**config.mk**
```make
export PLATFORM = sky130hd
export DESIGN_NAME = fetch_frontend
export DESIGN_NICKNAME = d
export VERILOG_FILES = /design/src/design/fetch_pkg.sv /design/src/design/fetch_ifs.sv /design/src/design/clock_divider.sv /design/src/design/fetch_frontend.sv /design/src/design/fetch_pc_gen.sv /design/src/design/fetch_track.sv /design/src/design/frontend_queue.sv
export SDC_FILE = /design/constraint.sdc
export NUM_CORES = 1
export LEC_CHECK = 0
export ABC_AREA = 1
export BUFFER_PORTS_ARGS = -buffer_cell sky130_fd_sc_hd__buf_2
export CAP_MARGIN = 10
export CELL_PAD_IN_SITES_DETAIL_PLACEMENT = 1
export CELL_PAD_IN_SITES_GLOBAL_PLACEMENT = 2
export CORE_ASPECT_RATIO = 0.9
export CORE_MARGIN = 2
export CORE_UTILIZATION = 41
export CTS_CLUSTER_DIAMETER = 200
export DETAILED_ROUTE_END_ITERATION = 10
export HOLD_SLACK_MARGIN = 0.06
export PLACE_DENSITY = 0.76
export SYNTH_ARGS = -nofsm -noshare
export SYNTH_HDL_FRONTEND = slang
export SYNTH_SLANG_ARGS = --single-unit
```
**constraint.sdc**
```tcl
create_clock -name clk -period 11.7 [get_ports clk]
set_input_delay 0 -clock clk [delete_from_list [all_inputs] [get_ports clk]]
set_output_delay 0 -clock clk [all_outputs]
set_load 0.02 [all_outputs]
```
**src/design/fetch_pkg.sv**
```systemverilog
`default_nettype none

// Widths, sizes and types shared by the instruction-fetch front end.
package fetch_pkg;

    // Byte address of an instruction.
    typedef logic [31:0] addr_t;

    // Instruction word as returned by the instruction memory.
    typedef logic [31:0] instr_t;

    // Fetch slot id. The same value goes out as the memory request tag.
    typedef logic [31:0] slot_t;

    localparam int QUEUE_DEPTH = 8;
    localparam int QUEUE_PTR_W = 3;
    localparam int QUEUE_COUNT_W = 4;

    typedef logic [QUEUE_COUNT_W-1:0] queue_count_t;

    // New fetch issue stops at this fill level. The two entries above it
    // take the slots that are still in the tracking stages.
    localparam queue_count_t QUEUE_STOP_LEVEL = 4'd6;

    typedef logic [2:0] credit_count_t;

    // Size of the buffer on the consumer side.
    localparam credit_count_t DECODE_CREDITS = 3'd4;

    localparam addr_t RESET_PC = 32'h0000_0000;
    localparam addr_t INSTR_BYTES = 32'd4;

    typedef enum logic [1:0] {
        QUEUE_EMPTY,
        QUEUE_FILLING,
        QUEUE_STOPPING,
        QUEUE_FULL
    } queue_state_e;

endpackage

`default_nettype wire

```
**src/design/fetch_ifs.sv**
```systemverilog
`timescale 1ns/1ps
`default_nettype none

// One fetch request per enabled cycle, reported together with the
// answer the instruction memory gave in that same cycle.
interface issue_if;
    logic             valid;
    fetch_pkg::addr_t pc;
    fetch_pkg::slot_t slot;
    logic             accepted;

    modport source (
        output valid,
        output pc,
        output slot,
        output accepted
    );

    modport sink (
        input valid,
        input pc,
        input slot,
        input accepted
    );
endinterface

// An accepted slot that has reached the second tracking stage.
interface slot_if;
    logic             live;
    fetch_pkg::addr_t pc;
    fetch_pkg::slot_t slot;

    modport source (
        output live,
        output pc,
        output slot
    );

    modport sink (
        input live,
        input pc,
        input slot
    );
endinterface

`default_nettype wire

```
**src/design/clock_divider.sv**
```systemverilog
`timescale 1ns/1ps
`default_nettype none

// Memory-mapped clock divider. A value of zero runs the pipeline on every
// clock; a value of N gives one enabled cycle in every N+1 clocks.
module clock_divider (
    input  wire logic        clk,
    input  wire logic        reset,
    input  wire logic [31:0] clock_divider,
    output logic             clk_en,
    output logic             pipe_en
);

    logic [31:0] div_count;

    // The first cycle after reset is always an enabled one.
    always_ff @(posedge clk) begin
        if (reset) begin
            clk_en    <= 1'b1;
            div_count <= 32'd0;
        end else if (clock_divider == 32'd0) begin
            clk_en    <= 1'b1;
            div_count <= 32'd0;
        end else if (div_count >= clock_divider) begin
            // End of the period. Restart the count.
            clk_en    <= 1'b1;
            div_count <= 32'd0;
        end else begin
            clk_en    <= 1'b0;
            div_count <= div_count + 32'd1;
        end
    end

    // The pipeline sees the same enable that is shown at the top level.
    assign pipe_en = clk_en;

endmodule

`default_nettype wire

```
**src/design/fetch_frontend.sv**
```systemverilog
`timescale 1ns/1ps
`default_nettype none

// Instruction-fetch front end: clock divider, fetch issue, tracking stages
// and the packet queue toward the consumer.
module fetch_frontend (
    input  wire logic              clk,
    input  wire logic              reset,
    input  wire logic [31:0]       clock_divider,
    input  wire logic              redirect,
    input  wire fetch_pkg::addr_t  redirect_pc,
    input  wire logic              mem_accepted,
    input  wire fetch_pkg::instr_t mem_data,
    input  wire fetch_pkg::slot_t  mem_data_tag,
    input  wire logic              credit_return,
    output logic                   clk_en,
    output logic                   mem_req_valid,
    output fetch_pkg::addr_t       mem_req_pc,
    output fetch_pkg::slot_t       mem_req_tag,
    output logic                   pkt_valid,
    output fetch_pkg::instr_t      pkt_instr,
    output fetch_pkg::addr_t       pkt_pc,
    output fetch_pkg::slot_t       pkt_slot
);

    logic             pipe_en;
    logic             replay;
    fetch_pkg::addr_t replay_pc;
    logic             issue_stop;

    issue_if issue_bus ();
    slot_if  slot_bus ();

    clock_divider u_clock_divider (
        .clk           (clk),
        .reset         (reset),
        .clock_divider (clock_divider),
        .clk_en        (clk_en),
        .pipe_en       (pipe_en)
    );

    fetch_pc_gen u_fetch_pc_gen (
        .clk           (clk),
        .reset         (reset),
        .pipe_en       (pipe_en),
        .redirect      (redirect),
        .redirect_pc   (redirect_pc),
        .replay        (replay),
        .replay_pc     (replay_pc),
        .issue_stop    (issue_stop),
        .mem_accepted  (mem_accepted),
        .mem_req_valid (mem_req_valid),
        .mem_req_pc    (mem_req_pc),
        .mem_req_tag   (mem_req_tag),
        .issue         (issue_bus.source)
    );

    fetch_track u_fetch_track (
        .clk       (clk),
        .reset     (reset),
        .pipe_en   (pipe_en),
        .redirect  (redirect),
        .issue     (issue_bus.sink),
        .slot_out  (slot_bus.source),
        .replay    (replay),
        .replay_pc (replay_pc)
    );

    frontend_queue u_frontend_queue (
        .clk           (clk),
        .reset         (reset),
        .pipe_en       (pipe_en),
        .redirect      (redirect),
        .mem_data      (mem_data),
        .mem_data_tag  (mem_data_tag),
        .credit_return (credit_return),
        .slot_in       (slot_bus.sink),
        .issue_stop    (issue_stop),
        .pkt_valid     (pkt_valid),
        .pkt_instr     (pkt_instr),
        .pkt_pc        (pkt_pc),
        .pkt_slot      (pkt_slot)
    );

endmodule

`default_nettype wire

```
**src/design/fetch_pc_gen.sv**
```systemverilog
`timescale 1ns/1ps
`default_nettype none

// Fetch PC and slot id generator. It drives the instruction-memory request
// and reports every request, with its accept flag, to the tracking stages.
module fetch_pc_gen (
    input  wire logic             clk,
    input  wire logic             reset,
    input  wire logic             pipe_en,
    input  wire logic             redirect,
    input  wire fetch_pkg::addr_t redirect_pc,
    input  wire logic             replay,
    input  wire fetch_pkg::addr_t replay_pc,
    input  wire logic             issue_stop,
    input  wire logic             mem_accepted,
    output logic                  mem_req_valid,
    output fetch_pkg::addr_t      mem_req_pc,
    output fetch_pkg::slot_t      mem_req_tag,
    issue_if.source               issue
);

    fetch_pkg::addr_t fetch_pc;
    fetch_pkg::slot_t slot_id;

    // A redirect or replay cycle loads a new PC instead of requesting, so
    // the request is dropped in the cycle either one is seen.
    assign mem_req_valid = pipe_en && !issue_stop && !redirect && !replay;
    assign mem_req_pc    = fetch_pc;
    assign mem_req_tag   = slot_id;

    assign issue.valid    = mem_req_valid;
    assign issue.pc       = fetch_pc;
    assign issue.slot     = slot_id;
    assign issue.accepted = mem_accepted;

    // The slot id steps on every request, accepted or not. A replayed PC
    // therefore goes out again under a new, larger slot id.
    always_ff @(posedge clk) begin
        if (reset) begin
            fetch_pc <= fetch_pkg::RESET_PC;
            slot_id  <= '0;
        end else if (pipe_en) begin
            if (redirect) begin
                fetch_pc <= redirect_pc;
            end else if (replay) begin
                fetch_pc <= replay_pc;
            end else if (mem_req_valid) begin
                fetch_pc <= fetch_pc + fetch_pkg::INSTR_BYTES;
                slot_id  <= slot_id + fetch_pkg::slot_t'(1);
            end
        end
    end

    // Slot ids only count up, so one can repeat only after the counter
    // wraps. Requests stay short of the all-ones id.
    assert property (@(posedge clk) disable iff (reset)
        mem_req_valid |-> mem_req_tag != '1);

endmodule

`default_nettype wire

```
**src/design/fetch_track.sv**
```systemverilog
`timescale 1ns/1ps
`default_nettype none

// Two tracking stages that follow each request until its instruction word
// comes back. Stage two lines up with the memory return.
module fetch_track (
    input  wire logic        clk,
    input  wire logic        reset,
    input  wire logic        pipe_en,
    input  wire logic        redirect,
    issue_if.sink            issue,
    slot_if.source           slot_out,
    output logic             replay,
    output fetch_pkg::addr_t replay_pc
);

    logic             stage1_valid;
    logic             stage1_accepted;
    fetch_pkg::addr_t stage1_pc;
    fetch_pkg::slot_t stage1_slot;

    logic             stage2_valid;
    logic             stage2_accepted;
    fetch_pkg::addr_t stage2_pc;
    fetch_pkg::slot_t stage2_slot;

    logic             flush;

    // A slot the memory refused is fetched again from its own PC.
    assign replay    = stage2_valid && !stage2_accepted;
    assign replay_pc = stage2_pc;

    // Both a redirect and a replay restart fetch, so every younger slot in
    // the stages is stale and goes away.
    assign flush = redirect || replay;

    always_ff @(posedge clk) begin
        if (reset) begin
            stage1_valid    <= 1'b0;
            stage1_accepted <= 1'b0;
            stage2_valid    <= 1'b0;
            stage2_accepted <= 1'b0;
        end else if (pipe_en) begin
            if (flush) begin
                stage1_valid    <= 1'b0;
                stage1_accepted <= 1'b0;
                stage2_valid    <= 1'b0;
                stage2_accepted <= 1'b0;
            end else begin
                stage1_valid    <= issue.valid;
                stage1_accepted <= issue.accepted;
                stage2_valid    <= stage1_valid;
                stage2_accepted <= stage1_accepted;
            end
        end
    end

    always_ff @(posedge clk) begin
        if (pipe_en) begin
            stage1_pc   <= issue.pc;
            stage1_slot <= issue.slot;
            stage2_pc   <= stage1_pc;
            stage2_slot <= stage1_slot;
        end
    end

    assign slot_out.live = stage2_valid && stage2_accepted;
    assign slot_out.pc   = stage2_pc;
    assign slot_out.slot = stage2_slot;

endmodule

`default_nettype wire

```
**src/design/frontend_queue.sv**
```systemverilog
`timescale 1ns/1ps
`default_nettype none

// Front-end packet queue. A returned word is paired with its slot by tag,
// queued with its PC and slot id, and sent to the consumer under credits.
module frontend_queue (
    input  wire logic              clk,
    input  wire logic              reset,
    input  wire logic              pipe_en,
    input  wire logic              redirect,
    input  wire fetch_pkg::instr_t mem_data,
    input  wire fetch_pkg::slot_t  mem_data_tag,
    input  wire logic              credit_return,
    slot_if.sink                   slot_in,
    output logic                   issue_stop,
    output logic                   pkt_valid,
    output fetch_pkg::instr_t      pkt_instr,
    output fetch_pkg::addr_t       pkt_pc,
    output fetch_pkg::slot_t       pkt_slot
);

    fetch_pkg::instr_t queue_instr [fetch_pkg::QUEUE_DEPTH];
    fetch_pkg::addr_t  queue_pc    [fetch_pkg::QUEUE_DEPTH];
    fetch_pkg::slot_t  queue_slot  [fetch_pkg::QUEUE_DEPTH];

    logic [fetch_pkg::QUEUE_PTR_W-1:0] rd_ptr;
    logic [fetch_pkg::QUEUE_PTR_W-1:0] wr_ptr;
    fetch_pkg::queue_count_t           fill_count;
    fetch_pkg::queue_state_e           fill_state;
    fetch_pkg::credit_count_t          credits;

    logic tag_hit;
    logic push_req;
    logic push;
    logic pop;

    always_comb begin
        if (fill_count == '0) begin
            fill_state = fetch_pkg::QUEUE_EMPTY;
        end else if (fill_count == fetch_pkg::queue_count_t'(fetch_pkg::QUEUE_DEPTH)) begin
            fill_state = fetch_pkg::QUEUE_FULL;
        end else if (fill_count >= fetch_pkg::QUEUE_STOP_LEVEL) begin
            fill_state = fetch_pkg::QUEUE_STOPPING;
        end else begin
            fill_state = fetch_pkg::QUEUE_FILLING;
        end
    end

    assign issue_stop = (fill_state == fetch_pkg::QUEUE_STOPPING) ||
                        (fill_state == fetch_pkg::QUEUE_FULL);

    // The tag is what pairs a word with its slot.
    assign tag_hit  = slot_in.live && (slot_in.slot == mem_data_tag);
    assign push_req = pipe_en && !redirect && tag_hit;

    // The head leaves while the consumer still has room for it.
    assign pop = pipe_en && !redirect && (fill_state != fetch_pkg::QUEUE_EMPTY) &&
                 (credits != '0);

    // A full queue still takes a word when the head leaves in the same cycle.
    assign push = push_req && ((fill_state != fetch_pkg::QUEUE_FULL) || pop);

    assign pkt_valid = pop;
    assign pkt_instr = queue_instr[rd_ptr];
    assign pkt_pc    = queue_pc[rd_ptr];
    assign pkt_slot  = queue_slot[rd_ptr];

    always_ff @(posedge clk) begin
        if (reset) begin
            rd_ptr     <= '0;
            wr_ptr     <= '0;
            fill_count <= '0;
        end else if (pipe_en && redirect) begin
            rd_ptr     <= '0;
            wr_ptr     <= '0;
            fill_count <= '0;
        end else begin
            if (push) begin
                wr_ptr <= wr_ptr + 1'b1;
            end
            if (pop) begin
                rd_ptr <= rd_ptr + 1'b1;
            end
            case ({push, pop})
                2'b10: fill_count <= fill_count + 1'b1;
                2'b01: fill_count <= fill_count - 1'b1;
                default: fill_count <= fill_count;
            endcase
        end
    end

    always_ff @(posedge clk) begin
        if (push) begin
            queue_instr[wr_ptr] <= mem_data;
            queue_pc[wr_ptr]    <= slot_in.pc;
            queue_slot[wr_ptr]  <= slot_in.slot;
        end
    end

    // The consumer returns credits on its own timing, so returns count on
    // every clock. A redirect leaves the credits alone.
    always_ff @(posedge clk) begin
        if (reset) begin
            credits <= fetch_pkg::DECODE_CREDITS;
        end else begin
            case ({pop, credit_return})
                2'b10: credits <= credits - 1'b1;
                2'b01: credits <= credits + 1'b1;
                default: credits <= credits;
            endcase
        end
    end

    // Issue stops early enough that the slots in flight always find room.
    assert property (@(posedge clk) disable iff (reset)
        push_req |-> (fill_state != fetch_pkg::QUEUE_FULL) || pop);

    // The consumer never hands back more credits than it was given.
    assert property (@(posedge clk) disable iff (reset)
        credits <= fetch_pkg::DECODE_CREDITS);

endmodule

`default_nettype wire

```
==> run summary, run 1 <==
Dpl cell area - 44,600 um2
Max Freq - 0.214 GHz
Die Height - 307 um
Final setup vio count - 0
WHS - 0.0831 ns
Drt drc - 0
PwrDens - 155 nW/um2
Final nets - 4,218
Slew headroom - 24.1%
Mapped Cells - 3,686
CP Capture Type - flop
Setup_tns - 0 ns
Mapped Nets - 3,861
Io pins - 296
CTS tree - done
Clock Skew - 0.0481 ns
Tmin final - 4.68 ns
GRT Overall Usage - 22.4%
Crit path cell chain - buf_4 -> nand2_1 -> nand2_1 -> inv_2 -> a21oi_1 -> dlygate4sd3_1 -> a221oi_2 -> dlygate4sd3_1
Status - finished, final reports clean
Slew @ Worst Pin - 1.14 ns
FP Rows - 111
Die area - 105,000 um2
Routed Antenna Nets - 0
Leakage - 17.7 nW
CTS hold repair buffers - 101
Commonest non-fill, non-tap cells in the layout - 896 x edfxtp_1, 856 x nor2_1, 431 x o21ai_0
Cell area after layout - 49,100 um2
Synth unique cells - 45
Final cell count without fillers - 5,498
Slew Limit Fails - 0
DR vias - 28,900
Netlist Area Pre-Place - 41,800 um2
Longest Clk Path Bufs - 3
Sink Count - 1,013
Commonest non-fill, non-tap cell in the layout - edfxtp_1
Post_cts resized - 0
Routed WL per cell - 21.5 um
Worst Path Arrival - 5.24 ns
GP Congestion - 0.840
Sequential-to-total area share from yosys stat - 70.0%
CTS root buffer - clkbuf_16
RSZ-0062 raised after global routing - no
H-Tree Depth - 3
Avg Inst Size Synth - 11.3 um2
Crit-path max FO - 68
Worst path bufs/invs - 4
Final core utilization - 48.4%
Peak VDD IR - 0.113 mV
Pwr Total - 7.64 mW
GRT Residual Overflow - 0
Startpoint types - flop
First-pass GRT wire length - 180,000 um
Core ar. - 102,000 um2
Num CTS Buffers - 107
Vias per cell - 5.26
CP peak stage delay - 0.93 ns
Post-synthesis register bit count - 1,013
Clk_lat worst skew - 0.71 ns
Fin. Hold Viols - 0
CP max-delay cell - dfxtp_4
Largest net degree at the start of global routing - 251
Layout cells sized above 1 - 13.1%
Maxcap violations - 0
Place WS - 6.86 ns
Placed cell count - 5,189
Syn. warnings - 0
Vias in the first global route - 29,600
Post-Route WL - 118,000 um
Period Utilization, post-route - 40.0%
Port Buffers - 295
CP required - 12.26 ns
CP top delay family - buffers and inverters
Hold Crit Class - input pin to flop
Die Wd - 341 um
HPWL after DPL - 71,100 um
Iteration-0 DRC count of the detailed router - 1,815
Pre-antenna DRT Iters - 5
Initial antenna violation count - 5
Min setup slack post-route - 7.02 ns
WS Path Type - flop to flop
Initial Utilization - 41.2%
Clock Pin Slew Worst Setup and Hold Paths - 0.06 ns
Synthesis-to-finish area growth - 17.5%
Post-CTS Setup Bufs - 0
## report_power, final
| part | internal, mW | total (mW) | leakage [nW] | switching [mW] |
|---|---|---|---|---|
| logic | 0.0830 | 0.207 | 6.79 | 0.124 |
| clock network | 1.95 | 3.38 | 1.72 | 1.43 |
| registers | 3.97 | 4.05 | 9.17 | 0.0777 |
## cell usage after synthesis (all sizes together)
cell type    n  area [um2]
a211oi       2        15.0
a21o         1        7.51
a21oi       85         425
a221oi       1        15.0
a31o         1        8.76
a31oi      107         669
buf         50         249
clkbuf     128         480
clkinv       1        8.76
dfxtp      117        2340
edfxtp     896       26900
fa           2        40.0
ha          40         500
inv        200         751
nand2      391        1500
nand3       59         315
nand3b       8        60.1
nand4       36         225
nor2       877        3370
nor3        56         333
nor3b        6        45.0
nor4         9        71.3
o211ai       9        67.6
o21ai      435        2180
o21bai       3        22.5
o22ai       96         601
o31ai        1        7.51
or2          3        18.8
xnor2       29         254
xor2        37         324
## path summary, 6_finish.rpt
path,start,end,slack (ns),cells after the start
setup / recovery,u_clock_divider.clk_en,u_fetch_pc_gen.issue.pc[8],7.02,8
hold / removal,mem_data_tag[7],u_frontend_queue.wr_ptr[1],0.08,7
hold reg to reg,u_fetch_track.stage1_pc[17],u_fetch_track.replay_pc[17],0.39,0
setup reg to reg,u_clock_divider.clk_en,u_fetch_pc_gen.issue.pc[8],7.02,8
## cell families after synthesis
group / share of synthesized area, %
adders and majority gates: 1.29
buffers and inverters: 3.56
DFF: 70.0
AOI/OAI and AO/OA: 9.61
and+or+nand+nor: 14.2
xor gates and xnor gates: 1.38
## final cells by class
class / count / area, um2
Antenna cell: 6 / 15.0
Clock buffer: 138 / 2860
Clock inverter: 64 / 677
Fill cell: 10700 / 52400
Inverter: 201 / 777
Multi-Input combinational cell: 2294 / 11100
Sequential cell: 1013 / 29300
Tap cell: 1356 / 1700
Timing Repair Buffer: 426 / 2730
## registers in the layout, indices dropped and copies added (netlist names), 3 cells and up, named ones only
| register | count |
|---|---|
| u_fetch_track.slot_out.slot | 32 |
| u_frontend_queue.fill_count | 4 |
| u_fetch_pc_gen.issue.pc | 32 |
| u_frontend_queue.credits | 3 |
| u_frontend_queue.queue_instr | 256 |
| u_fetch_pc_gen.issue.slot | 32 |
| u_fetch_track.stage1_pc | 32 |
| u_fetch_track.stage1_slot | 32 |
| u_frontend_queue.wr_ptr | 3 |
| u_frontend_queue.queue_pc | 256 |
| u_frontend_queue.queue_slot | 256 |
| u_clock_divider.div_count | 32 |
| u_frontend_queue.rd_ptr | 3 |
| u_fetch_track.replay_pc | 32 |
## metal layers
layer	routed length [um]	vias up	track usage (%)	part of all wire, %
met4	3020	2	6.35	2.5
met5	13	-	0	0.011
met1	55100	14500	31.1	47
li1	-	13700	-	-
met3	4450	162	3.00	3.8
met2	55900	545	36.8	47
## worst register-to-register path: cells and delay by family (launching register included)
family                 cells  cell delay [ns]
DFF                        1             0.93
buffers and inverters      4             2.55
AOI/OAI and AO/OA          2             0.43
and+or+nand+nor            2             0.64
Note: power is estimated with default switching activity, not from simulation.
==> inputs of run 2 (changes only) <==
--- a/config.mk
+++ b/config.mk
@@ -12,11 +12,11 @@
 export CELL_PAD_IN_SITES_GLOBAL_PLACEMENT = 2
 export CORE_ASPECT_RATIO = 0.9
 export CORE_MARGIN = 2
-export CORE_UTILIZATION = 41
+export CORE_UTILIZATION = 37
 export CTS_CLUSTER_DIAMETER = 200
 export DETAILED_ROUTE_END_ITERATION = 10
 export HOLD_SLACK_MARGIN = 0.06
-export PLACE_DENSITY = 0.76
+export PLACE_DENSITY = 0.72
 export SYNTH_ARGS = -nofsm -noshare
 export SYNTH_HDL_FRONTEND = slang
 export SYNTH_SLANG_ARGS = --single-unit
==> constraint.sdc (replaced) <==
create_clock -name clk -period 3.75 [get_ports clk]
set_input_delay 0 -clock clk [delete_from_list [all_inputs] [get_ports clk]]
set_output_delay 0 -clock clk [all_outputs]
set_load 0.02 [all_outputs]
==> run 2 against run 1 <==
Clock power rose to 3.0 times the previous value. Non-clock buffer count is 15 higher. Total power rose to 3.1 times the previous value. Critical endpoint is now pkt_pc[27]. Largest power group unchanged.
==> run summary, run 2 (synthesis results as in run 1) <==
RSZ-0062 raised after global routing - no
Register share of total power - 53.9%
Die Height - 323 um
Largest net degree at the start of global routing - 122
WS Path Type - flop to output pin
Setup_tns - 0 ns
GRT Residual Overflow - 0
R2R setup slack - 0.45 ns
Synthesis-to-finish area growth - 18.1%
Clock Pin Slew Worst Setup and Hold Paths - 0.06 ns
Final setup vio count - 0
Critical R2R Capture - u_fetch_pc_gen.issue.pc[5]
PwrDens - 474 nW/um2
Initial antenna violation count - 7
Die area - 116,000 um2
Crit path cell chain - inv_8 -> buf_4 -> o21ai_0 -> o22ai_1 -> nor2_1 -> a31oi_1 -> buf_2
Sw Pwr - 5.06 mW
Worst path bufs/invs - 3
Slew Limit Fails - 0
Clk_lat worst skew - 0.68 ns
Routed WL per cell - 21.9 um
DR vias - 29,000
Startpoint types - flop
Sink Count - 1,013
Reg2Reg Depth - 8
First-pass GRT wire length - 186,000 um
CP required - 3.75 ns
Slew @ Worst Pin - 1.02 ns
Final nets - 4,232
Tmin final - 3.42 ns
CP max-delay cell - inv_8
Core ar. - 112,000 um2
Io pins - 296
Clock Skew - 0.0445 ns
Internal - 18.3 mW
Iteration-0 DRC count of the detailed router - 1,937
Max Freq - 0.292 GHz
Peak VDD IR - 0.371 mV
Period Utilization, post-route - 91.3%
Commonest non-fill, non-tap cell in the layout - edfxtp_1
GRT Overall Usage - 21.1%
Clock group share of total power - 43.3%
CP Capture Point - pkt_pc[27]
Min setup slack post-route - 0.326 ns
CTS root buffer - clkbuf_16
Top Registers - u_frontend_queue.queue_instr: 256 flops, u_frontend_queue.queue_pc: 256 flops, u_frontend_queue.queue_slot: 256 flops
Leakage - 17.7 nW
Crit-path max FO - 119
Worst Path Arrival - 3.42 ns
Longest Clk Path Bufs - 3
Fin. Hold Viols - 0
Hold Crit Class - input pin to flop
CP peak stage delay - 0.62 ns
Commonest non-fill, non-tap cells in the layout - 896 x edfxtp_1, 856 x nor2_1, 431 x o21ai_0
Die Wd - 358 um
Port Buffers - 295
Net Sw Frac - 21.6%
Initial Utilization - 37.5%
GP Congestion - 0.800
Vias in the first global route - 29,500
Pre-antenna DRT Iters - 5
Stages on the worst setup path - 7
R2r startpoint - u_clock_divider.clk_en
Place WS - 0.733 ns
Comb power frac - 2.8%
Status - finished, final reports clean
Layout cells sized above 1 - 13.5%
H-Tree Depth - 3
Maxcap violations - 0
CTS tree - done
FP Rows - 116
Slew headroom - 31.2%
Num CTS Buffers - 106
Vias per cell - 5.16
Drt drc - 0
Post-Route WL - 123,000 um
HPWL after DPL - 77,800 um
Routed Antenna Nets - 0
CP top delay family - buffers and inverters
CP Capture Type - output pin
-- run 2: cell types whose count changed in the layout (fill, tap and decap cells not counted), moves of 5 or more --
cell and change:
buf_12 +17, dlygate4sd3_1 -11, diode_2 -5, buf_4 +9, clkinv_1 +9
-- run 2: worst min path at each step --
stage	startpoint	endpoint	slack, ns	depth (start not counted)
after floorplan	mem_data[0]	u_frontend_queue.queue_instr[0][0]	0.1	0
after global placement	mem_data[22]	u_frontend_queue.queue_instr[2][22]	0.28	1
after detailed placement	mem_data[22]	u_frontend_queue.queue_instr[2][22]	0.29	1
after CTS	mem_data[22]	u_frontend_queue.queue_instr[2][22]	0.07	2
after global routing	mem_data[22]	u_frontend_queue.queue_instr[6][22]	0.12	2
final	clock_divider[9]	u_clock_divider.div_count[5]	0.14	7
-- run 2: power by group through the flow --
stage	Sequential [mW]	Combinational, mW	Clock [mW]
4_1_cts	12.6	0.668	10.4
6_report	12.6	0.656	10.1
5_1_grt	12.6	0.735	10.8
2_1_floorplan	12.8	0.260	0
3_5_place_dp	12.9	0.584	0
3_3_place_gp	12.8	0.575	0
-- run 2: per-layer routing --
metal  routed length (um)  GRT usage [%]  part of all wire (%)  vias up
met5                   19              0                 0.015        -
met4                 2070           4.36                   1.7        4
met3                 4880           2.60                   4.0      121
met2                56700           33.6                    46      549
met1                59600           30.9                    48    14600
li1                     -              -                     -    13700
-- run 2: layout make-up --
type,instances,area [um2]
repair buffers,441,3020
multi-input cells,2294,11100
flip-flops and latches,1013,29300
clock inverters,66,543
diodes,1,2.50
well taps,1475,1850
fillers,11900,62200
inverters,201,777
clock buffers,130,2790
-- run 2: worst min-delay path: stages --
cell     delay (ns)
buf_2          0.07
inv_1          0.05
nand4_1        0.08
nor4_1         0.06
a21oi_1        0.15
nand4_1        0.24
nor2_1         0.14
-- run 2: timing repair --
action / 4_1_cts / 5_1_grt
endpoints found under the hold margin: 326 / 0
hold buffers: 90 / 0
setup buffers: 0 / 0
gates resized for setup: 0 / 0
-- run 2: stage by stage --
stage	hold WS, ns	util [%]	instances	instance area, um2	total power [mW]
2_1_floorplan	0.0989	-	3686	41900	13.1
3_3_place_gp	0.279	40.5	5334	45100	13.4
3_5_place_dp	0.286	40.5	5334	45100	13.4
4_1_cts	0.0737	44.2	5620	49400	23.6
5_1_grt	0.119	44.2	5620	49400	24.2
6_report	0.142	44.2	5621	49400	23.4
==> inputs of run 3 (changes only) <==
--- a/config.mk
+++ b/config.mk
@@ -19,4 +19,5 @@
 export PLACE_DENSITY = 0.72
 export SYNTH_ARGS = -nofsm -noshare
 export SYNTH_HDL_FRONTEND = slang
+export SYNTH_HIERARCHICAL = 1
 export SYNTH_SLANG_ARGS = --single-unit
==> run 3 against run 2 <==
Clock skew decreased by 0.021 ns. Die area increased by 2.7%. Combinational power increased by 3%. Critical path type unchanged. Largest power group unchanged. Highest routed layer unchanged.
==> run summary, run 3 <==
Vias per cell - 5.11
GP Congestion - 0.811
Pre-antenna DRT Iters - 5
Mapped Nets - 4,002
Post-CTS Setup Bufs - 0
Dominant synthesized flop cell - edfxtp_1
HPWL after DPL - 78,800 um
Iteration-0 DRC count of the detailed router - 1,912
Die Height - 327 um
Max Freq - 0.301 GHz
Maxcap violations - 0
Post-synth top area share - 62.7%
Worst Path Arrival - 3.33 ns
Hold EP - u_frontend_queue/fill_count[1]
Slew headroom - 37.7%
Final setup vio count - 0
Slew Limit Fails - 0
Synth unique cells - 55
FF/Latch Area - 29,300 um2
R2r startpoint - u_fetch_track/slot_out.slot[23]
Most frequent cell after synthesis - nor2_1
Clk_lat worst skew - 0.69 ns
Clock Skew - 0.0240 ns
Cell taking the most area after synthesis - edfxtp_1
Largest net degree at the start of global routing - 99
Post-synthesis register bit count - 1,013
Slew @ Worst Pin - 0.935 ns
Top Registers - u_frontend_queue/queue_instr: 256 flops, u_frontend_queue/queue_pc: 256 flops, u_frontend_queue/queue_slot: 256 flops
Crit-path max FO - 86
DR vias - 29,000
Io pins - 296
Post_cts resized - 0
Initial Utilization - 37.3%
PwrDens - 480 nW/um2
GRT Residual Overflow - 0
Critical R2R Capture - u_frontend_queue/queue_instr[5][25]
Clock Pin Slew Worst Setup and Hold Paths - 0.06 ns
H-Tree Depth - 3
Hold Crit Class - input pin to flop
Netlist Area Pre-Place - 42,900 um2
R2R setup slack - 0.62 ns
Synthesis-to-finish area growth - 16.2%
Port Buffers - 295
Commonest non-fill, non-tap cells in the layout - 899 x nor2_1, 896 x edfxtp_1, 435 x o21ai_0
CTS tree - done
Tmin final - 3.33 ns
Setup_tns - 0 ns
Vias in the first global route - 29,600
Commonest non-fill, non-tap cell in the layout - nor2_1
WS Path Type - flop to output pin
GRT Overall Usage - 20.9%
Layout cells sized above 1 - 14.5%
Startpoint types - flop
Hold depth - 10
Footprint of the multi-input gates - 11,400 um2
Drt drc - 0
Initial antenna violation count - 6
FP Rows - 118
Period Utilization, post-route - 88.7%
Peak VDD IR - 0.359 mV
Routed Antenna Nets - 0
Longest Clk Path Bufs - 3
CP Capture Type - output pin
Min-delay src - mem_data_tag[22]
Post-Route WL - 125,000 um
First-pass GRT wire length - 188,000 um
Ranking of synthesized cells by area - edfxtp_1 63%, nor2_1 7.9%, dfxtp_1 5.5%, o21ai_0 5.1%, nand2_1 3.4%
Reg2Reg Depth - 8
Die Wd - 363 um
Status - finished, final reports clean
Fin. Hold Viols - 0
Avg Inst Size Synth - 11.2 um2
CTS hold repair buffers - 82
CTS root buffer - clkbuf_16
FILL cells - 12,400
Final nets - 4,267
Ys async rst share - 0%
RSZ-0062 raised after global routing - no
Leakage - 17.9 nW
Sequential-to-total area share from yosys stat - 68.1%
Post-synth EDFFs - 896
Num CTS Buffers - 107
Mapped Cells - 3,827
Die area - 119,000 um2
Syn. warnings - 6
Pwr Total - 24.0 mW
Sink Count - 1,013
Routed WL per cell - 22.0 um
Commonest cells post-synth - 900 x nor2_1, 896 x edfxtp_1, 435 x o21ai_0
Core ar. - 115,000 um2
CP required - 3.75 ns
run 3: changes by cell type in the layout (fill, tap and decap cells not counted), moves of 9 or more:
| cell | before | now |
|---|---|---|
| a21oi_1 | 85 | 76 |
| o211ai_1 | 9 | 0 |
| nor2_1 | 856 | 899 |
| a22o_1 | 0 | 24 |
| nor3_1 | 47 | 19 |
| nor2_2 | 6 | 27 |
| xnor2_1 | 29 | 17 |
| nand3_1 | 54 | 64 |
| buf_4 | 38 | 25 |
| nand4_1 | 36 | 16 |
| a31oi_1 | 107 | 98 |
run 3: report_power, final:
group / internal (mW) / leakage [nW] / switching [mW]
Sequential: 12.4 / 9.17 / 0.241
Clock: 6.14 / 1.72 / 4.50
Combinational: 0.251 / 6.98 / 0.422
run 3: worst max path at each step:
stage	from	endpoint	slack, ns	depth (start not counted)
after global routing	flop	pkt_instr[24]	0.24	8
after CTS	flop	pkt_instr[24]	0.38	8
after detailed placement	u_fetch_track/slot_out.slot[23]	u_frontend_queue/queue_pc[5][11]	0.64	8
final	flop	pkt_instr[24]	0.42	8
after floorplan	u_clock_divider/clk_en	u_frontend_queue/queue_instr[5][0]	-0.78	9
after global placement	u_fetch_track/slot_out.slot[23]	u_frontend_queue/queue_slot[5][14]	0.68	8
run 3: metrics by stage:
stage	utilization [%]	setup slack, ns	hold WS [ns]	instances	instance area (um2)
4_1_cts	43.4	0.376	0.0732	5681	49900
3_3_place_gp	39.6	0.681	0.283	5401	45600
3_5_place_dp	39.6	0.640	0.300	5401	45600
6_report	43.4	0.424	0.119	5684	49900
5_1_grt	43.4	0.240	0.122	5681	49900
2_1_floorplan	-	-0.775	0.0989	3827	43100
run 3: kinds of logic (layout without fill, tap and decap cells):
| group | Yosys count | count (layout) | synth area share [%] |
|---|---|---|---|
| AO/OA/AOI/OAI | 750 | 750 | 9.64 |
| buffers and inverters | 483 | 837 | 5.53 |
| flip-flops | 1013 | 1013 | 68.1 |
| XOR/XNOR | 47 | 47 | 0.959 |
| AND/OR/NAND/NOR | 1492 | 1492 | 14.5 |
| adder cells (fa/ha/maj) | 42 | 42 | 1.26 |
| other | 0 | 3 | 0 |
run 3: layer usage:
| metal | GRT usage [%] | part of all wire [%] |
|---|---|---|
| met5 | 0 | 0.010 |
| met4 | 5.26 | 2.2 |
| met3 | 3.26 | 4.2 |
| met2 | 32.9 | 45 |
| met1 | 30.1 | 48 |
run 3: worst max-delay path, stage by stage (launching register included):
cell     delay [ns]
dfxtp_4        0.50
inv_8          0.43
buf_12         0.36
buf_4          0.29
o21ai_0        0.11
o22ai_1        0.22
nor2_1         0.09
a31oi_1        0.28
buf_2          0.23
run 3: layout make-up:
type | instances | share of cell area, %
tap | 1500 | 3.76
inverter | 211 | 1.63
sequential | 1013 | 58.6
clock buffer | 135 | 5.78
antenna | 3 | 0.0150
timing repair buffer | 428 | 6.02
clock inverter | 63 | 1.27
multi-input combinational | 2331 | 22.9
